===== config.mk =====
export PLATFORM = sky130hd
export DESIGN_NAME = icache_replace
export DESIGN_NICKNAME = d
export VERILOG_FILES = /design/src/rtl/icache_pkg.sv /design/src/rtl/icache_replace.sv
export SDC_FILE = /design/constraint.sdc
export NUM_CORES = 1
export LEC_CHECK = 0
export ABC_CLOCK_PERIOD_IN_PS = 1000
export BUFFER_PORTS_ARGS = -buffer_cell sky130_fd_sc_hd__clkbuf_2
export CAP_MARGIN = 15
export CELL_PAD_IN_SITES_DETAIL_PLACEMENT = 2
export CELL_PAD_IN_SITES_GLOBAL_PLACEMENT = 2
export CORE_UTILIZATION = 10
export CTS_CLUSTER_SIZE = 14
export DETAILED_ROUTE_END_ITERATION = 10
export PLACE_DENSITY = 0.95
export SLEW_MARGIN = 20
export SYNTH_ARGS = -nofsm -noshare
export SYNTH_HDL_FRONTEND = slang
export SYNTH_SLANG_ARGS = --single-unit

===== constraint.sdc =====
create_clock -name clk_i -period 1 [get_ports clk_i]
set_clock_uncertainty 0.1 [all_clocks]
set_input_delay 0.05 -clock clk_i [delete_from_list [all_inputs] [get_ports clk_i]]
set_output_delay 0.05 -clock clk_i [all_outputs]
set_load 0.01 [all_outputs]

===== src/rtl/icache_pkg.sv =====
// shared geometry, address fields and array entry types of the instruction cache, used by scoped names
`default_nettype none

package icache_pkg;

  // physical address and fetch width
  localparam int unsigned ADDR_W   = 32;
  localparam int unsigned FETCH_W  = 32;

  // one line holds four fetch words
  localparam int unsigned LINE_W   = 128;

  // 4 ways x 64 sets x 16 bytes = 4 KiB
  localparam int unsigned NUM_WAYS = 4;
  localparam int unsigned NUM_SETS = 64;

  // address split: tag | index | offset
  localparam int unsigned OFFSET_W = 4;
  localparam int unsigned INDEX_W  = 6;
  // top tag bit doubles as the non-cacheable marker
  localparam int unsigned TAG_W    = ADDR_W - INDEX_W - OFFSET_W;
  localparam int unsigned WAY_W    = 2;

  typedef logic [ADDR_W-1:0]   addr_t;
  typedef logic [TAG_W-1:0]    tag_t;
  typedef logic [INDEX_W-1:0]  index_t;
  typedef logic [OFFSET_W-1:0] offset_t;
  typedef logic [LINE_W-1:0]   line_t;
  typedef logic [FETCH_W-1:0]  word_t;

  // one bit per way, used both one-hot and as a request mask
  typedef logic [NUM_WAYS-1:0] way_oh_t;
  typedef logic [WAY_W-1:0]    way_idx_t;

  // tag ram word, valid bit on top
  typedef struct packed {
    logic valid;
    tag_t tag;
  } tag_entry_t;

endpackage

`default_nettype wire


===== src/rtl/icache_replace.sv =====
// victim way choice for refills, first invalid way or a pseudo-random one when the set is full
`timescale 1ns/1ps
`default_nettype none

module icache_replace (
  input  wire logic                                              clk_i,
  input  wire logic                                              rst_ni,
  input  wire icache_pkg::tag_entry_t [icache_pkg::NUM_WAYS-1:0] rtag_i,
  input  wire logic                                              advance_i,
  output      icache_pkg::way_oh_t                               victim_o
);

  icache_pkg::way_idx_t inv_way;
  icache_pkg::way_idx_t victim_idx;
  logic                 all_valid;
  // 8 bit galois-free fibonacci lfsr, x^8 + x^6 + x^5 + x^4 + 1
  logic [7:0]           lfsr_q;
  logic                 lfsr_fb;

  // scan from the top so the lowest invalid way is left standing
  always_comb begin
    inv_way   = '0;
    all_valid = 1'b1;
    for (int w = icache_pkg::NUM_WAYS - 1; w >= 0; w--) begin
      if (!rtag_i[w].valid) begin
        inv_way   = icache_pkg::way_idx_t'(w);
        all_valid = 1'b0;
      end
    end
  end

  assign lfsr_fb = lfsr_q[7] ^ lfsr_q[5] ^ lfsr_q[4] ^ lfsr_q[3];

  // read data still shows the looked-up set during the fill,
  // so only fills into a full set step the sequence
  always_ff @(posedge clk_i or negedge rst_ni) begin
    if (!rst_ni) begin
      lfsr_q <= 8'h01;
    end else if (advance_i && all_valid) begin
      lfsr_q <= {lfsr_q[6:0], lfsr_fb};
    end
  end

  assign victim_idx = all_valid ? lfsr_q[icache_pkg::WAY_W-1:0] : inv_way;
  assign victim_o   = icache_pkg::way_oh_t'(1) << victim_idx;

endmodule

`default_nettype wire


==> results.toml <==
[synth]
ys_warn_count = 0
syn_avg_cell_area_sq_um = 12.7
ys_seq_area_share_pct = 49.4
synth_area_sq_um = 408
yosys.area.top_type = "dfrtp_1"
synth_cell_type_count = 16
netlist.area_leader.share_pct = 42.9
ys_top_cells_by_area = "dfrtp_1 (43%), mux2_2 (22%), dfstp_2 (6.4%)"
syn_nets = 127
synth_seq_cells = 8
synth_cells = 32

[timing]
fmaxAchievable_mhz = 752
hold_violations = 0
finalSetupViolCount = 10
maxSlewViolCount = 0
min_period_ns = 1.33
post-route-period-util_pct = 133
whs_ns = 0.0958
slew_headroom_pct = 84.0
rsz0062_at_grt = "yes"
worst_slew_pin_slew_ns = 0.238
layout_setup_ws_ns = -0.329

[drt]
drt_pass1_iterations = 3
vias_per_cell = 3.32
routedWlPerCell_um = 10.8
drc = 0
drt_iter0_drc = 7
wl_um = 1100
antenna_left = 0
vias = 339

[placement]
numPortBuffers = 10
place_area_sq_um = 556
gp_congestion = 0.646
dp_hpwl_um = 811

[run_status]
failed_checks = "setup timing"
status = "finished, violations left"

[setup_path]
critical-path-slowest-cell = "dfstp_2"
crit_family = "flip-flops"
reg2reg_slack_ns = -0.17
cp_max_fo = 5
crit_type = "flop to output pin"
start_kind = "flop"
reg2reg_from = "lfsr_q[4]"
worstPathArrival_ns = 1.18
r2r-end = "lfsr_q[0]"
reg2regPathDepth = 3
cp-end-kind = "output pin"
startpoint = "lfsr_q[0]"
cp_data_required_time_ns = 0.85
cp.buffers_inverters = 1
cp-endpoint = "victim_o[1]"
worstPathCellList = "nand4b_1, a21boi_1, buf_2"
cp.depth = 3
cpPeakStageDelay_ns = 0.58

[power]
power_density_nw_per_um2 = 1170
total_power_mw = 0.806
power_leakage_nw = 0.320
ir_drop_mv = 0.219

[cts]
clock_sinks = 8
clkTransAtPathRegs_ns = 0.04
worstSkewPairLatency_ns = 0.23
clockBufferDepth = 2
cts_buffers = 3
cts_tree = "built"
h-tree-depth = 1
clockRootBuffer = "clkbuf_8"

[grt]
grt_max_degree = 9
overflow = 0
grt_pass1_wl_um = 1750
grt_usage_pct = 5.92
antenna_found_initial = 0
grt_pass1_vias = 386

[flow_run]
maxCapViolCount = 0

[floorplan]
dieArea_sq_um = 4340
initial_utilization_pct = 10.7
dieHeight_um = 65.9
io_pins = 99
coreArea_sq_um = 3800
die_w_um = 65.9
row_count = 22

[cells_and_area]
nets = 150
top_regs = "lfsr_q: 8 flops"
regMostFlops = "lfsr_q"
final_area_sq_um = 686
antenna_cells = 0
layout-drive-gt1-share_pct = 70.4
layout_common_cells = "clkbuf_2 (6), dfrtp_1 (6), mux2_2 (5)"
area_delta_synth_final_pct = 68.1
largest_register_ff_count = 8

[min_path]
hold_class = "primary input to asynchronous set/reset pin"
synthesized netlist by cell type:
library cell,count
mux2_2,8
nand3_4,1
o21ai_0,1
inv_1,1
nand3_1,1
and3_1,1
xor2_1,1
a21oi_1,1
nand2_1,3
o41ai_1,1
a21boi_0,1
and3_4,1
dfrtp_1,7
nand4b_1,1
dfstp_2,1
xnor2_1,2
how the worst min path moves through the flow:
stage            from         to
2_1_floorplan  rst_ni  lfsr_q[1]
3_3_place_gp   rst_ni  lfsr_q[5]
3_5_place_dp   rst_ni  lfsr_q[4]
4_1_cts        rst_ni  lfsr_q[4]
5_1_grt        rst_ni  lfsr_q[5]
6_report       rst_ni  lfsr_q[5]
final cells by class:
class                           count  area [sq um]
Fill cell                         440          3110
Multi-Input combinational cell     23           246
Sequential cell                     8           203
Timing Repair Buffer               18           128
Tap cell                           48          60.1
Clock buffer                        4          45.0
Inverter                            1          3.75
per-layer routing:
metal  routed length [um]  up-vias  global-route usage (%)
met4                   41        0                    5.71
met5                    0        -                       0
li1                     -      158                       -
met2                  591       13                    10.5
met3                   73        3                    2.59
met1                  391      165                    4.77
what timing repair did:
action / in CTS / in global routing
hold endpoints to repair: 8 / 0
hold buffers: 1 / 0
pin swaps: 5 / 4
setup endpoints to repair: 7 / 10
buffers inserted: 2 / 2
resized for setup: 8 / 11
cloned: 0 / 0
power by group:
part / total [mW] / switching, mW / internal (mW) / leakage [nW]
Combinational: 0.0707 / 0.0382 / 0.0326 / 0.191
Sequential: 0.325 / 0 / 0.325 / 0.106
Clock: 0.409 / 0.133 / 0.277 / 0.0228
worst reg2reg max path, cell delays in order (launching register included):
cell     delay, ns
dfrtp_1       0.41
xor2_2        0.19
xnor2_1       0.13
mux2_2        0.26
cell families (layout without fill, tap and decap cells):
family	after synthesis	count (layout)	synth area share [%]
mux	8	8	22.1
flops	8	8	49.4
simple gates	8	8	14.7
compound gates	4	4	6.44
xor+xnor	3	3	6.44
buf+inv	1	23	0.919
metrics by stage:
step           std cells  setup TNS, ns  util, %  worst slack, ns
4_1_cts              101          -1.49     17.2           -0.348
6_report             102          -1.56     18.1           -0.329
3_5_place_dp          94         -0.849     14.6           -0.182
3_3_place_gp          94         -0.418     14.6          -0.0993
5_1_grt              102          -1.91     18.1           -0.382
2_1_floorplan         32         -0.108        -          -0.0806
(Power assumes the default switching activity.)
