### src/rtl/icache_pkg.sv
// shared geometry, address fields and array entry types of the instruction cache, used by scoped names
`default_nettype none

package icache_pkg;

  // physical address and fetch width
  localparam int unsigned ADDR_W   = 32;
  localparam int unsigned FETCH_W  = 32;

  // one line holds four fetch words
  localparam int unsigned LINE_W   = 128;

  // 4 ways x 64 sets x 16 bytes = 4 KiB
  localparam int unsigned NUM_WAYS = 4;
  localparam int unsigned NUM_SETS = 64;

  // address split: tag | index | offset
  localparam int unsigned OFFSET_W = 4;
  localparam int unsigned INDEX_W  = 6;
  // top tag bit doubles as the non-cacheable marker
  localparam int unsigned TAG_W    = ADDR_W - INDEX_W - OFFSET_W;
  localparam int unsigned WAY_W    = 2;

  typedef logic [ADDR_W-1:0]   addr_t;
  typedef logic [TAG_W-1:0]    tag_t;
  typedef logic [INDEX_W-1:0]  index_t;
  typedef logic [OFFSET_W-1:0] offset_t;
  typedef logic [LINE_W-1:0]   line_t;
  typedef logic [FETCH_W-1:0]  word_t;

  // one bit per way, used both one-hot and as a request mask
  typedef logic [NUM_WAYS-1:0] way_oh_t;
  typedef logic [WAY_W-1:0]    way_idx_t;

  // tag ram word, valid bit on top
  typedef struct packed {
    logic valid;
    tag_t tag;
  } tag_entry_t;

endpackage

`default_nettype wire

### src/rtl/icache_lookup.sv
// tag compare over all ways and selection of the fetch word from the hitting line
`timescale 1ns/1ps
`default_nettype none

module icache_lookup (
  input  wire icache_pkg::tag_entry_t [icache_pkg::NUM_WAYS-1:0] rtag_i,
  input  wire icache_pkg::line_t      [icache_pkg::NUM_WAYS-1:0] rline_i,
  input  wire icache_pkg::tag_t                                  tag_i,
  input  wire icache_pkg::offset_t                               offset_i,
  output      logic                                              hit_o,
  output      icache_pkg::word_t                                 word_o
);

  icache_pkg::way_oh_t  hit_vec;
  icache_pkg::way_idx_t hit_way;
  // word number inside the line
  logic [icache_pkg::OFFSET_W-3:0] word_sel;

  // per-way compare, only valid entries count
  always_comb begin
    hit_vec = '0;
    for (int w = 0; w < icache_pkg::NUM_WAYS; w++) begin
      hit_vec[w] = rtag_i[w].valid && (rtag_i[w].tag == tag_i);
    end
  end

  // lowest hitting way wins
  // more than one hit would be a tag duplicate
  always_comb begin
    hit_way = '0;
    for (int w = icache_pkg::NUM_WAYS - 1; w >= 0; w--) begin
      if (hit_vec[w]) begin
        hit_way = icache_pkg::way_idx_t'(w);
      end
    end
  end

  assign hit_o = |hit_vec;

  // byte offset down to word lanes, low two bits ignored
  assign word_sel = offset_i[icache_pkg::OFFSET_W-1:2];
  assign word_o   = rline_i[hit_way][word_sel*icache_pkg::FETCH_W +: icache_pkg::FETCH_W];

endmodule

`default_nettype wire

### config.mk
export PLATFORM = sky130hd
export DESIGN_NAME = icache_lookup
export DESIGN_NICKNAME = d
export VERILOG_FILES = /design/src/rtl/icache_pkg.sv /design/src/rtl/icache_lookup.sv
export SDC_FILE = /design/constraint.sdc
export NUM_CORES = 1
export LEC_CHECK = 0
export BUFFER_PORTS_ARGS = -buffer_cell sky130_fd_sc_hd__buf_2
export CORE_AREA = 2 2 260 262
export DETAILED_ROUTE_END_ITERATION = 8
export DIE_AREA = 0 0 262 264
export GPL_TIMING_DRIVEN = 0
export PLACE_DENSITY = 0.3
export SLEW_MARGIN = 20
export SYNTH_ARGS = -nofsm -noshare
export SYNTH_HDL_FRONTEND = slang
export SYNTH_SLANG_ARGS = --single-unit
### constraint.sdc
create_clock -name vclk -period 4.46
set_clock_uncertainty 0.15 [all_clocks]
set_input_delay 0.446 -clock vclk [all_inputs]
set_output_delay 0.446 -clock vclk [all_outputs]
set_load 0.01 [all_outputs]
==> results.txt <==
- sky130_fd_sc_hd__o21a_1 takes more of the synthesized area than any other cell.
* Count of input and output buffers: about 660
- Critical path endpoint category: output pin
- Entering global routing, the biggest net connects 20 pins.
* Average footprint of a synthesized cell: 6.942 um^2
- Summing all multi-input logic gate instances after layout gives between 6000 and 7000 um^2.
* Remaining global-route overflow: 0
- Core region area: ~67000 um^2
- Count of routing violations after the opening detailed-route iteration: 500
- Mapped cell area: 6352 um^2
* Number of design rule violations left after detail routing: 0
* Post-detailed-routing wire length: around 66 mm
- Die Outline Area: just under 70000 um^2
- GR Util All Layers: a little under a fifth
- Routed via count: around 11000
* Number of inserted filler cells in the final layout: ~7800
- Number of standard cells after synthesis: 915
- Tmin final: ~4.3 ns
- Number of nets in the layout: between 2000 and 2500
- I/O pin cnt: roughly 660
- For this run, the detailed router's first-pass iteration total came to 5.
- Post-route clock period utilization: 97.11%
- Area of all placed cells without fillers: between 10000 and 15000 um^2
* Number of violations of the max-capacitance limit: 0
* Largest cells by area after synthesis: sky130_fd_sc_hd__o21a_1, sky130_fd_sc_hd__o211a_1, sky130_fd_sc_hd__or3_1
- Arrival @ worst endpoint: ~3.7 ns
- Setup slack of the critical path after layout: 0.1288 ns
- Dividing the detail-routed wire length by the instance count gives ~27 um.
* Timing-limited maximum frequency: 0.2309 GHz
- Across all hold checks on the routed design, the worst slack comes to 1.067 ns.
- The congestion estimate from routability-driven global placement came to 0.8850.
- Transition time at the pin with the least slew margin: 1.103 ns
- For the worst setup path, the data required time is 3.86 ns.
- After detailed routing, the number of vias per cell comes to 4.438.
* Initial antenna violation count: 18
- Number of unique standard cell types used by synthesis: 40
- Floorplan die height: 264 um
- Type of element launching the critical path: input port
- Worst min path class: input port to output pin
- Top layer used by detailed routing: met5
- The detailed router put a total of 27.56 mm of wire on met1.
- Hold-fix buffers, CTS: 0
* Startpoint-to-endpoint class of the critical path: input port to output pin
- The area growth from synthesis to layout is 73.07%.
- Unrepaired setup endpoints after global routing: no
- Clock buffer instance count of the final layout: 0
- The Yosys step of the flow raised 0 warnings.
* Slew headroom: 26.50%
* Minimum setup slack after placement: -1.097 ns
* Peak supply drop: between 0.00002 and 0.000025 V
* Number of core rows: between 90 and 100
* Number of global-route vias before repair: 11910
- Sequential cells placed in the final layout were counted as 0.
- The total count of max-transition violations in the final report came to 0.
- Along the worst path, the maximum fanout reaches 10.
* Global-route wire length before repair: ~89 mm
* Number of failing hold endpoints at the final stage: 0
- Once the floorplan was initialized, standard cells occupied 9.543% of the core.
- Status: finished clean
- Antenna Violating Nets Remaining: 0
- Of the cells placed in the final design, the portion with a size suffix greater than 1 is around 48%.
- The routed design uses around 33 mm of met2 wire.
- The die is approximately 260 um wide.
- Leak Pwr: 0.004961 uW
* DP Wirelength: 55.22 mm
- Pwr per Cell Area: about 69 nW/um^2
- Placed standard-cell area: 10770 um^2
* Final number of setup-violating endpoints: 0
* Area occupied by registers: 0 um^2
- Post-synth top area share: 11.58%
* Post-synthesis net count: 1545
- Part of the Yosys area used for sequential elements: 0%
- Summed over all nets, wire length on met3 after detailed routing comes to about 3.9 mm.
## worst max-delay path, stage by stage
cell                       delay, ns
sky130_fd_sc_hd__buf_2          0.15
sky130_fd_sc_hd__xor2_1         0.17
sky130_fd_sc_hd__nor4_1         0.39
sky130_fd_sc_hd__nand4_1        0.28
sky130_fd_sc_hd__o311ai_4       0.45
sky130_fd_sc_hd__buf_4          0.21
sky130_fd_sc_hd__clkbuf_1       0.75
sky130_fd_sc_hd__o31ai_1        0.16
sky130_fd_sc_hd__or3_1          0.35
sky130_fd_sc_hd__o211a_1        0.12
sky130_fd_sc_hd__nand4_1        0.09
sky130_fd_sc_hd__buf_2          0.17
## cells in the mapped netlist (all sizes together)
cell type / count
o311ai: 1
and2: 25
o211a: 66
or2: 2
nor2b: 2
and3: 30
o41ai: 30
or3: 85
xor2: 39
o32ai: 1
inv: 1
nor4: 10
a21oi: 2
o21bai: 1
a21boi: 6
nor3: 26
clkbuf: 60
nand3b: 1
o2111ai: 36
xnor2: 49
a31oi: 1
o211ai: 1
nand4: 40
nor2: 34
o21ai: 86
nand2: 57
o221a: 34
a2bb2o: 1
nand3: 7
o31ai: 24
nor3b: 25
o21a: 98
buf: 20
o221ai: 7
a211o: 1
o31a: 6
## what timing repair did
item                       CTS  global route
pin swaps                    0             3
gates resized for setup     51            26
setup buffers                0             4
setup endpoints to repair   32            30
## logic make-up (layout without fill, tap and decap cells)
family	Yosys count	in the layout	synth area share (%)
AOI/OAI and AO/OA	402	402	52.18
buffers and inverters	81	745	5.535
xor gates and xnor gates	88	88	12.13
and+or+nand+nor	344	344	30.16
other	0	12	0
## cells in the final DEF (no fill, tap or decap), types with 3 or more instances in the layout
master and count:
sky130_fd_sc_hd__nand3_1 7, sky130_fd_sc_hd__o221ai_1 7, sky130_fd_sc_hd__nor3b_1 25, sky130_fd_sc_hd__clkbuf_4 6
sky130_fd_sc_hd__o41ai_1 14, sky130_fd_sc_hd__or3_1 85, sky130_fd_sc_hd__nand2_1 56, sky130_fd_sc_hd__diode_2 12
sky130_fd_sc_hd__and3_1 30, sky130_fd_sc_hd__o211a_1 66, sky130_fd_sc_hd__and2_1 25, sky130_fd_sc_hd__o2111ai_1 35
sky130_fd_sc_hd__o221a_2 15, sky130_fd_sc_hd__o21a_1 98, sky130_fd_sc_hd__a21boi_0 6, sky130_fd_sc_hd__nor4_1 7
sky130_fd_sc_hd__xnor2_1 49, sky130_fd_sc_hd__clkbuf_2 23, sky130_fd_sc_hd__xor2_1 39, sky130_fd_sc_hd__buf_2 668
sky130_fd_sc_hd__buf_4 12, sky130_fd_sc_hd__o221a_1 19, sky130_fd_sc_hd__nor3_1 23, sky130_fd_sc_hd__o41ai_2 16
sky130_fd_sc_hd__nor3_2 3, sky130_fd_sc_hd__buf_6 6, sky130_fd_sc_hd__o21ai_0 86, sky130_fd_sc_hd__o31ai_1 24
sky130_fd_sc_hd__nand4_1 40, sky130_fd_sc_hd__o31a_1 6, sky130_fd_sc_hd__clkbuf_1 27, sky130_fd_sc_hd__nor2_1 33
## final timing paths
check | startpoint | cells after the start | end
max | tag_i[13] | 12 | word_o[24]
min | rline_i[23] | 4 | word_o[23]
## metal layers
layer | track usage, % | vias up
li1 | - | 5037
met1 | 22.17 | 5271
met2 | 33.07 | 526
met3 | 2.524 | 93
met4 | 4.260 | 8
met5 | 0 | -
## cell type report
cell class         instances  area share (%)
multi-input cells        834           55.47
repair buffers           665           30.36
well taps                873           9.935
plain buffers             79           3.926
diodes                    12          0.2731
inverters                  1         0.03414
## where the power goes
| group | internal (uW) | total [uW] | switching (uW) |
|---|---|---|---|
| Combinational | 390 | 758 | 368 |
| Sequential | 0 | 0 | 0 |
| Clock | 0.000331 | 0.000331 | 0 |
| Total | 390 | 758 | 368 |
## through the flow
step                      util (%)  TNS, ns  instances  total power (uW)
after CTS                    16.37        0       2448             761.1
after floorplan                  -        0        915             293.1
after global routing         16.51        0       2461             826.1
after global placement       16.15   -35.75       2449             755.2
final                        16.52        0       2464             758.3
after detailed placement     16.17   -27.14       2449             754.7
No activity file was read; power rests on OpenSTA's default activity.
