File: src/rtl/icache_pkg.sv
// shared geometry, address fields and array entry types of the instruction cache, used by scoped names
`default_nettype none

package icache_pkg;

  // physical address and fetch width
  localparam int unsigned ADDR_W   = 32;
  localparam int unsigned FETCH_W  = 32;

  // one line holds four fetch words
  localparam int unsigned LINE_W   = 128;

  // 4 ways x 64 sets x 16 bytes = 4 KiB
  localparam int unsigned NUM_WAYS = 4;
  localparam int unsigned NUM_SETS = 64;

  // address split: tag | index | offset
  localparam int unsigned OFFSET_W = 4;
  localparam int unsigned INDEX_W  = 6;
  // top tag bit doubles as the non-cacheable marker
  localparam int unsigned TAG_W    = ADDR_W - INDEX_W - OFFSET_W;
  localparam int unsigned WAY_W    = 2;

  typedef logic [ADDR_W-1:0]   addr_t;
  typedef logic [TAG_W-1:0]    tag_t;
  typedef logic [INDEX_W-1:0]  index_t;
  typedef logic [OFFSET_W-1:0] offset_t;
  typedef logic [LINE_W-1:0]   line_t;
  typedef logic [FETCH_W-1:0]  word_t;

  // one bit per way, used both one-hot and as a request mask
  typedef logic [NUM_WAYS-1:0] way_oh_t;
  typedef logic [WAY_W-1:0]    way_idx_t;

  // tag ram word, valid bit on top
  typedef struct packed {
    logic valid;
    tag_t tag;
  } tag_entry_t;

endpackage

`default_nettype wire

File: src/rtl/icache_array_if.sv
// bundle between the cache controller and the tag and data storage, ctrl side writes, store side reads back
`timescale 1ns/1ps
`default_nettype none

interface icache_array_if;

  // per-way request enables
  icache_pkg::way_oh_t req_mask;
  // write when high, lookup read when low
  logic                we;
  icache_pkg::index_t  index;
  // tag entry for fills and clears, a clear has valid low
  icache_pkg::tag_entry_t wtag;
  // line for fills only
  icache_pkg::line_t      wline;

  // read data, one cycle after a read request
  icache_pkg::tag_entry_t [icache_pkg::NUM_WAYS-1:0] rtag;
  icache_pkg::line_t      [icache_pkg::NUM_WAYS-1:0] rline;

  modport ctrl (
    output req_mask, we, index, wtag, wline,
    input  rtag, rline
  );

  modport store (
    input  req_mask, we, index, wtag, wline,
    output rtag, rline
  );

endinterface

`default_nettype wire

File: src/rtl/icache_ctrl.sv
// cache controller, runs clears, lookups and refills and drives the fetch and refill ports
`timescale 1ns/1ps
`default_nettype none

module icache_ctrl (
  input  wire logic                clk_i,
  input  wire logic                rst_ni,
  input  wire logic                en_i,
  input  wire logic                flush_i,
  // fetch port
  input  wire logic                fetch_req_i,
  input  wire icache_pkg::addr_t   fetch_addr_i,
  output      logic                fetch_ready_o,
  output      logic                fetch_valid_o,
  output      icache_pkg::word_t   fetch_data_o,
  // refill port
  output      logic                mem_req_o,
  input  wire logic                mem_ack_i,
  output      icache_pkg::addr_t   mem_addr_o,
  output      logic                mem_nc_o,
  input  wire logic                mem_rtrn_vld_i,
  input  wire icache_pkg::line_t   mem_rtrn_data_i,
  output      logic                miss_o,
  output      logic                busy_o,
  // lookup and replacement
  input  wire logic                hit_i,
  input  wire icache_pkg::word_t   word_i,
  output      icache_pkg::tag_t    tag_o,
  output      icache_pkg::offset_t offset_o,
  input  wire icache_pkg::way_oh_t victim_i,
  output      logic                advance_o,
  icache_array_if.ctrl             arr
);

  typedef enum logic [1:0] {FLUSH, IDLE, READ, MISS} state_e;

  state_e              state_d, state_q;
  logic                cache_en_d, cache_en_q;
  // pending flush request
  logic                flush_d, flush_q;
  icache_pkg::index_t  flush_cnt_d, flush_cnt_q;
  logic                flush_done;
  // registered hit pulse
  logic                valid_d, valid_q;
  logic                accept;
  logic                cacheable;
  icache_pkg::tag_t    tag_q;
  icache_pkg::index_t  index_q;
  icache_pkg::offset_t offset_q;
  icache_pkg::way_oh_t victim_q;
  icache_pkg::word_t   rtrn_word;

  //////////////////////////////////////////////////////////////////////
  // request fields and refill address
  //////////////////////////////////////////////////////////////////////

  // upper half of the address space bypasses the arrays
  assign cacheable  = cache_en_q & ~tag_q[icache_pkg::TAG_W-1];
  assign mem_nc_o   = ~cacheable;
  // line address for fills, word address for uncached reads
  assign mem_addr_o = cacheable ? {tag_q, index_q, {icache_pkg::OFFSET_W{1'b0}}} :
                                  {tag_q, index_q, offset_q[icache_pkg::OFFSET_W-1:2], 2'b00};

  assign tag_o    = tag_q;
  assign offset_o = offset_q;

  // the returned line carries the word in its natural lane
  assign rtrn_word = mem_rtrn_data_i[offset_q[icache_pkg::OFFSET_W-1:2]*icache_pkg::FETCH_W +:
                                     icache_pkg::FETCH_W];

  assign flush_done = (flush_cnt_q == icache_pkg::index_t'(icache_pkg::NUM_SETS - 1));

  assign busy_o        = (state_q != IDLE);
  // hits come from the register, fills straight from the return port
  assign fetch_valid_o = valid_q | ((state_q == MISS) & mem_rtrn_vld_i);
  assign fetch_data_o  = (state_q == MISS) ? rtrn_word : word_i;

  //////////////////////////////////////////////////////////////////////
  // main fsm
  //////////////////////////////////////////////////////////////////////

  always_comb begin
    state_d       = state_q;
    cache_en_d    = cache_en_q;
    flush_d       = flush_q | flush_i;
    flush_cnt_d   = flush_cnt_q;
    valid_d       = 1'b0;
    accept        = 1'b0;
    fetch_ready_o = 1'b0;
    mem_req_o     = 1'b0;
    miss_o        = 1'b0;
    advance_o     = 1'b0;
    // array defaults match a fill of the current request
    arr.req_mask  = '0;
    arr.we        = 1'b0;
    arr.index     = index_q;
    arr.wtag      = '{valid: 1'b1, tag: tag_q};
    arr.wline     = mem_rtrn_data_i;

    unique case (state_q)
      // clear one set per cycle in all ways
      FLUSH: begin
        arr.req_mask = '1;
        arr.we       = 1'b1;
        arr.index    = flush_cnt_q;
        arr.wtag     = '0;
        flush_cnt_d  = flush_cnt_q + 1'b1;
        if (flush_done) begin
          state_d    = IDLE;
          flush_d    = 1'b0;
          // enable takes effect only from a clean array
          cache_en_d = en_i;
        end
      end
      IDLE: begin
        // disabling needs no clear
        cache_en_d = cache_en_q & en_i;
        if (flush_d || (en_i && !cache_en_q)) begin
          state_d = FLUSH;
        end else begin
          fetch_ready_o = 1'b1;
          if (fetch_req_i) begin
            // read the whole set, result in READ
            accept       = 1'b1;
            arr.req_mask = '1;
            arr.index    = fetch_addr_i[icache_pkg::OFFSET_W +: icache_pkg::INDEX_W];
            state_d      = READ;
          end
        end
      end
      // hit check, or hold the refill request until acknowledged
      READ: begin
        if (cacheable && hit_i) begin
          valid_d = 1'b1;
          state_d = IDLE;
        end else begin
          mem_req_o = 1'b1;
          if (mem_ack_i) begin
            // only real misses count
            miss_o  = cacheable;
            state_d = MISS;
          end
        end
      end
      // return is taken unconditionally
      MISS: begin
        if (mem_rtrn_vld_i) begin
          state_d = IDLE;
          if (cacheable) begin
            arr.req_mask = victim_q;
            arr.we       = 1'b1;
            advance_o    = 1'b1;
          end
        end
      end
      default: begin
        state_d = FLUSH;
      end
    endcase
  end

  //////////////////////////////////////////////////////////////////////
  // registers
  //////////////////////////////////////////////////////////////////////

  // reset starts with a full clear
  always_ff @(posedge clk_i or negedge rst_ni) begin
    if (!rst_ni) begin
      state_q     <= FLUSH;
      cache_en_q  <= 1'b0;
      flush_q     <= 1'b0;
      flush_cnt_q <= '0;
      valid_q     <= 1'b0;
    end else begin
      state_q     <= state_d;
      cache_en_q  <= cache_en_d;
      flush_q     <= flush_d;
      flush_cnt_q <= flush_cnt_d;
      valid_q     <= valid_d;
    end
  end

  always_ff @(posedge clk_i) begin
    if (accept) begin
      tag_q    <= fetch_addr_i[icache_pkg::ADDR_W-1 -: icache_pkg::TAG_W];
      index_q  <= fetch_addr_i[icache_pkg::OFFSET_W +: icache_pkg::INDEX_W];
      offset_q <= fetch_addr_i[icache_pkg::OFFSET_W-1:0];
    end
    // victim is taken from the looked-up set
    if ((state_q == READ) && (state_d == MISS)) begin
      victim_q <= victim_i;
    end
  end

endmodule

`default_nettype wire

File: src/flat_wrapper.sv
// flat-port wrapper written by rule: the top's interface ports become plain ports
module icache_ctrl_flat 
  (clk_i, rst_ni, en_i, flush_i, fetch_req_i, fetch_addr_i, fetch_ready_o, fetch_valid_o, fetch_data_o, mem_req_o, mem_ack_i, mem_addr_o, mem_nc_o, mem_rtrn_vld_i, mem_rtrn_data_i, miss_o, busy_o, hit_i, word_i, tag_o, offset_o, victim_i, advance_o, arr_req_mask, arr_we, arr_index, arr_wtag, arr_wline, arr_rtag, arr_rline);
  icache_array_if arr_i ();
  input  wire logic clk_i;
  input  wire logic rst_ni;
  input  wire logic en_i;
  input  wire logic flush_i;
  input  wire logic fetch_req_i;
  input  wire icache_pkg::addr_t fetch_addr_i;
  output      logic fetch_ready_o;
  output      logic fetch_valid_o;
  output      icache_pkg::word_t fetch_data_o;
  output      logic mem_req_o;
  input  wire logic mem_ack_i;
  output      icache_pkg::addr_t mem_addr_o;
  output      logic mem_nc_o;
  input  wire logic mem_rtrn_vld_i;
  input  wire icache_pkg::line_t mem_rtrn_data_i;
  output      logic miss_o;
  output      logic busy_o;
  input  wire logic hit_i;
  input  wire icache_pkg::word_t word_i;
  output      icache_pkg::tag_t tag_o;
  output      icache_pkg::offset_t offset_o;
  input  wire icache_pkg::way_oh_t victim_i;
  output      logic advance_o;
  output wire logic [$bits(arr_i.req_mask)-1:0] arr_req_mask;
  output wire logic [$bits(arr_i.we)-1:0] arr_we;
  output wire logic [$bits(arr_i.index)-1:0] arr_index;
  output wire logic [$bits(arr_i.wtag)-1:0] arr_wtag;
  output wire logic [$bits(arr_i.wline)-1:0] arr_wline;
  input wire logic [$bits(arr_i.rtag)-1:0] arr_rtag;
  input wire logic [$bits(arr_i.rline)-1:0] arr_rline;
  assign arr_req_mask = arr_i.req_mask;
  assign arr_we = arr_i.we;
  assign arr_index = arr_i.index;
  assign arr_wtag = arr_i.wtag;
  assign arr_wline = arr_i.wline;
  assign arr_i.rtag = arr_rtag;
  assign arr_i.rline = arr_rline;
  icache_ctrl u_core (.clk_i(clk_i), .rst_ni(rst_ni), .en_i(en_i), .flush_i(flush_i), .fetch_req_i(fetch_req_i), .fetch_addr_i(fetch_addr_i), .fetch_ready_o(fetch_ready_o), .fetch_valid_o(fetch_valid_o), .fetch_data_o(fetch_data_o), .mem_req_o(mem_req_o), .mem_ack_i(mem_ack_i), .mem_addr_o(mem_addr_o), .mem_nc_o(mem_nc_o), .mem_rtrn_vld_i(mem_rtrn_vld_i), .mem_rtrn_data_i(mem_rtrn_data_i), .miss_o(miss_o), .busy_o(busy_o), .hit_i(hit_i), .word_i(word_i), .tag_o(tag_o), .offset_o(offset_o), .victim_i(victim_i), .advance_o(advance_o), .arr(arr_i));
endmodule
File: config.mk
export PLATFORM = sky130hd
export DESIGN_NAME = icache_ctrl_flat
export DESIGN_NICKNAME = d
export VERILOG_FILES = /design/src/rtl/icache_pkg.sv /design/src/rtl/icache_array_if.sv /design/src/rtl/icache_ctrl.sv /design/src/flat_wrapper.sv
export SDC_FILE = /design/constraint.sdc
export NUM_CORES = 1
export LEC_CHECK = 0
export ABC_AREA = 0
export BUFFER_PORTS_ARGS = -buffer_cell sky130_fd_sc_hd__buf_4
export CORE_AREA = 2 2 415 417
export DETAILED_ROUTE_END_ITERATION = 10
export DIE_AREA = 0 0 417 419
export GPL_ROUTABILITY_DRIVEN = 0
export SETUP_SLACK_MARGIN = 0.5
export SLEW_MARGIN = 10
export SYNTH_ARGS = -nofsm -noshare
export SYNTH_HDL_FRONTEND = slang
export SYNTH_SLANG_ARGS = --single-unit
File: constraint.sdc
create_clock -name clk_i -period 2.65 [get_ports clk_i]
set_input_delay 0.265 -clock clk_i [delete_from_list [all_inputs] [get_ports clk_i]]
set_output_delay 0.265 -clock clk_i [all_outputs]
set_load 0.01 [all_outputs]
==> results by group <==
Die
  – Ports: 1067
  – Core area: 0.171 mm^2
  – Die Area: 0.175 mm^2
  – Initial Util: 0.0256
  – Die Ht: 419 um
  – Die X: 417 um
  – Row Count: 152

Global route
  – GRT Total Usage: 0.0588
  – Grt ovf: 0
  – Number of global-route vias before repair: 4244
  – First-pass GRT wire length: 62300 um
  – Largest net degree at the start of global routing: 35
  – Antenna violations before repair: 26

Clock tree
  – TritonCTS clock tree: yes
  – Sinks on Clock Net: 47
  – Total CTS buffers: 5
  – Max Root-Sink Buffers: 2
  – CTS Root Cell: clkbuf_16
  – CTS clock-pin slew for the worst setup and hold paths: approximately 80 ps
  – Worst skew pair latency: 310 ps
  – H-tree depth: 2

STA
  – Final setup violation count: 0
  – Tmin final: 2320 ps
  – Relative slew margins: 0.498
  – Final Slew Violations: 0
  – Final cycle utilization of the critical path: 0.876
  – Total negative slack: 0 ps
  – Tightest Pin Transition: approximately 740 ps
  – RSZ-0062 raised after global routing: yes
  – Clock Skew: 14.3 ps
  – Final-report hold violation count: 0
  – Max frequency: 431 MHz

Route
  – Drt total wl: 54900 um
  – Vias/cell: 1.55
  – Number of DRC markers in iteration 0: 473
  – Total number of vias: 4568
  – DRC Markers: 0
  – Total iterations of the first detailed-routing run: 5
  – Final ANT Viol Nets: 0
  – Drt wl/cell: 18.6 um

Critical path
  – Critical Path End Type: output port
  – Crit path buf inv count: 3
  – Crit path largest cell delay: 620 ps
  – Crit start category: flop
  – CP max stage cell: mux4_2
  – Crit path DAT: slightly above 2000 ps
  – Required time of the critical path: 2380 ps
  – Crit Path Class: flop to output port
  – Crit Path Max Fanout: 5
  – Cell class contributing the biggest share of worst-path delay: multiplexers
  – Crit-path cells: buf_12, buf_16, mux4_2, mux2_4, buf_6

Layout
  – Layout net count: 1524
  – Share of cells above drive strength 1: 0.817
  – Area grow syn2layout: 133%
  – Fill cells: 19900
  – Post-route cell area: 0.0102 mm^2

Yosys
  – Share of the synthesized area in the top cell type: 0.261
  – Mapped Cells: 384
  – Mapped Area: 0.00437 mm^2
  – Largest family of logic cells by synthesized area: buffers and inverters
  – Unique masters post-synth: 44
  – Share of the yosys chip area belonging to registers: 0.310
  – Number of flops mapped to enable cells by yosys: 36
  – Synth Area in XOR/XNOR: 0.0100
  – Primary FF master, synth: edfxtp_1
  – Post-Synth Simple-Gate Area: 0.0801
  – Adder-cell share of the synthesized area: 0.0143
  – Yosys warning total: 0
  – Synth area leader: buf_4
  – Top area cells in the synthesized netlist: buf_4, edfxtp_1, mux4_2
  – Asr flop ratio synth: 0.234
  – Compound-Gate Fraction of Synth Area: 0.0446
  – Average cell area after synthesis: 11.4 um^2
  – Synth Register Bits: 47
  – Post-synthesis mux area share: 0.250

Power and ir drop
  – Maximum VDD drop: 0.246 mV
  – Power Dens Cells: 232 mW/mm^2
  – LEAKAGE: 3.62 nW

Min path
  – Hold Path Class: input pin to flop

Place
  – PortBufs: 460
  – Post-DP HPWL: 50100 um
  – DP Area: 0.00953 mm^2

Status
  – Outcome: complete, no violations

Job
  – Max-cap viol count: 0
cell usage after synthesis (all sizes together), types with 3 or more instances:
master and instances:
a21oi 3, and2 6, mux4 32, nand2 8, a221o 4, edfxtp 36
xnor2 3, clkbuf 7, nand3 3, buf 161, nor2b 25, inv 7
a31oi 4, ha 5, dfrtp 11, nor2 9, mux2 33
registers in the layout, summed over array words and instances (netlist names):
signal,count
u_core.flush_cnt_q,6
u_core.cache_en_q,1
u_core.index_q,6
u_core.state_q,2
u_core.offset_o,4
u_core.victim_q,4
u_core.flush_q,1
u_core.valid_q,1
u_core.tag_o,22
kinds of logic after synthesis:
group / after synthesis
compound gates: 25
xor+xnor: 5
fa+ha+maj: 5
buf+inv: 176
flops: 47
mux: 65
other cells: 1
simple gates: 60
final timing paths:
check,from,to,slack [ps],cells after the start
setup / recovery,u_core.offset_o[2],fetch_data_o[31],330,5
hold / removal,fetch_addr_i[3],u_core.offset_o[3],130,1
setup reg to reg,u_core.state_q[1],u_core.victim_q[1],580,10
hold reg to reg,u_core.flush_cnt_q[2],u_core.flush_cnt_q[2],490,1
max in group asynchronous,rst_ni,u_core.state_q[0],2000,2
min in group asynchronous,rst_ni,u_core.valid_q,470,2
layer usage:
layer  vias up  global-route usage  wire, um  part of all wire
li1       1873                   -         -                 -
met1      2254              0.0534     16100              0.29
met2       338              0.0990     26900              0.49
met3        69              0.0549     11100              0.20
met4        34             0.00571       517            0.0094
met5         -                   0       219            0.0040
placed cells by master, fill, tap and decap left out, types with 2 or more instances in the layout:
| cell type | count |
|---|---|
| edfxtp_1 | 36 |
| nand2_1 | 7 |
| o211a_1 | 2 |
| nor2b_1 | 23 |
| nand3_1 | 3 |
| nor2b_2 | 2 |
| buf_6 | 26 |
| and2_1 | 6 |
| mux2_2 | 16 |
| mux4_2 | 32 |
| buf_4 | 452 |
| dfrtp_1 | 10 |
| a31oi_4 | 3 |
| a22o_1 | 2 |
| nand4_1 | 2 |
| clkbuf_16 | 5 |
| buf_16 | 4 |
| conb_1 | 2 |
| ha_2 | 2 |
| mux2_4 | 17 |
| a21oi_1 | 2 |
| nor2_1 | 8 |
| inv_6 | 2 |
| xnor2_1 | 3 |
| inv_1 | 3 |
| a221o_1 | 4 |
| ha_4 | 2 |
| xor2_1 | 2 |
| inv_2 | 3 |
| buf_12 | 4 |
| a21o_1 | 2 |
metrics by stage:
step	utilization	instances	total power, mW	setup slack [ps]	hold WS (ps)
4_1_cts	0.0596	2945	2.42	331	125
2_1_floorplan	-	385	1.09	498	-30.6
5_1_grt	0.0598	2946	2.48	279	117
3_3_place_gp	0.0558	2918	1.64	413	117
6_report	0.0598	2946	2.37	329	126
3_5_place_dp	0.0558	2918	1.64	356	122
power by group:
part / switching (mW) / internal [mW]
Combinational: 0.406 / 0.414
Sequential: 0.0000000000000000440 / 0.793
Clock: 0.306 / 0.451
Total: 0.712 / 1.66
repair_timing:
action                                 in CTS  in global routing
endpoints found under the hold margin      11                  0
gates resized for setup                    60                  6
hold buffers                                1                  0
setup endpoints to repair                  67                 50
gates cloned                                3                  0
pin swaps                                   5                  3
setup buffers                              15                  0
final cells by class:
class	instances	area, um^2	area share
repair buffers	487	3890	0.381
multi-input cells	162	1940	0.190
diodes	1	2.50	0.000245
well taps	2233	2790	0.274
flip-flops and latches	47	1360	0.133
clock inverters	3	47.5	0.00466
inverters	8	47.5	0.00466
clock buffers	5	125	0.0123
worst register-to-register path, cell delays in order (launching register included):
cell	delay (ps)
dfrtp_1	400
inv_2	100
ha_4	160
inv_6	40
nor4_4	250
nand2_2	160
clkinv_8	90
buf_12	110
buf_6	100
o21ai_4	60
a211oi_4	290
Note: power is estimated with default switching activity, not from simulation.
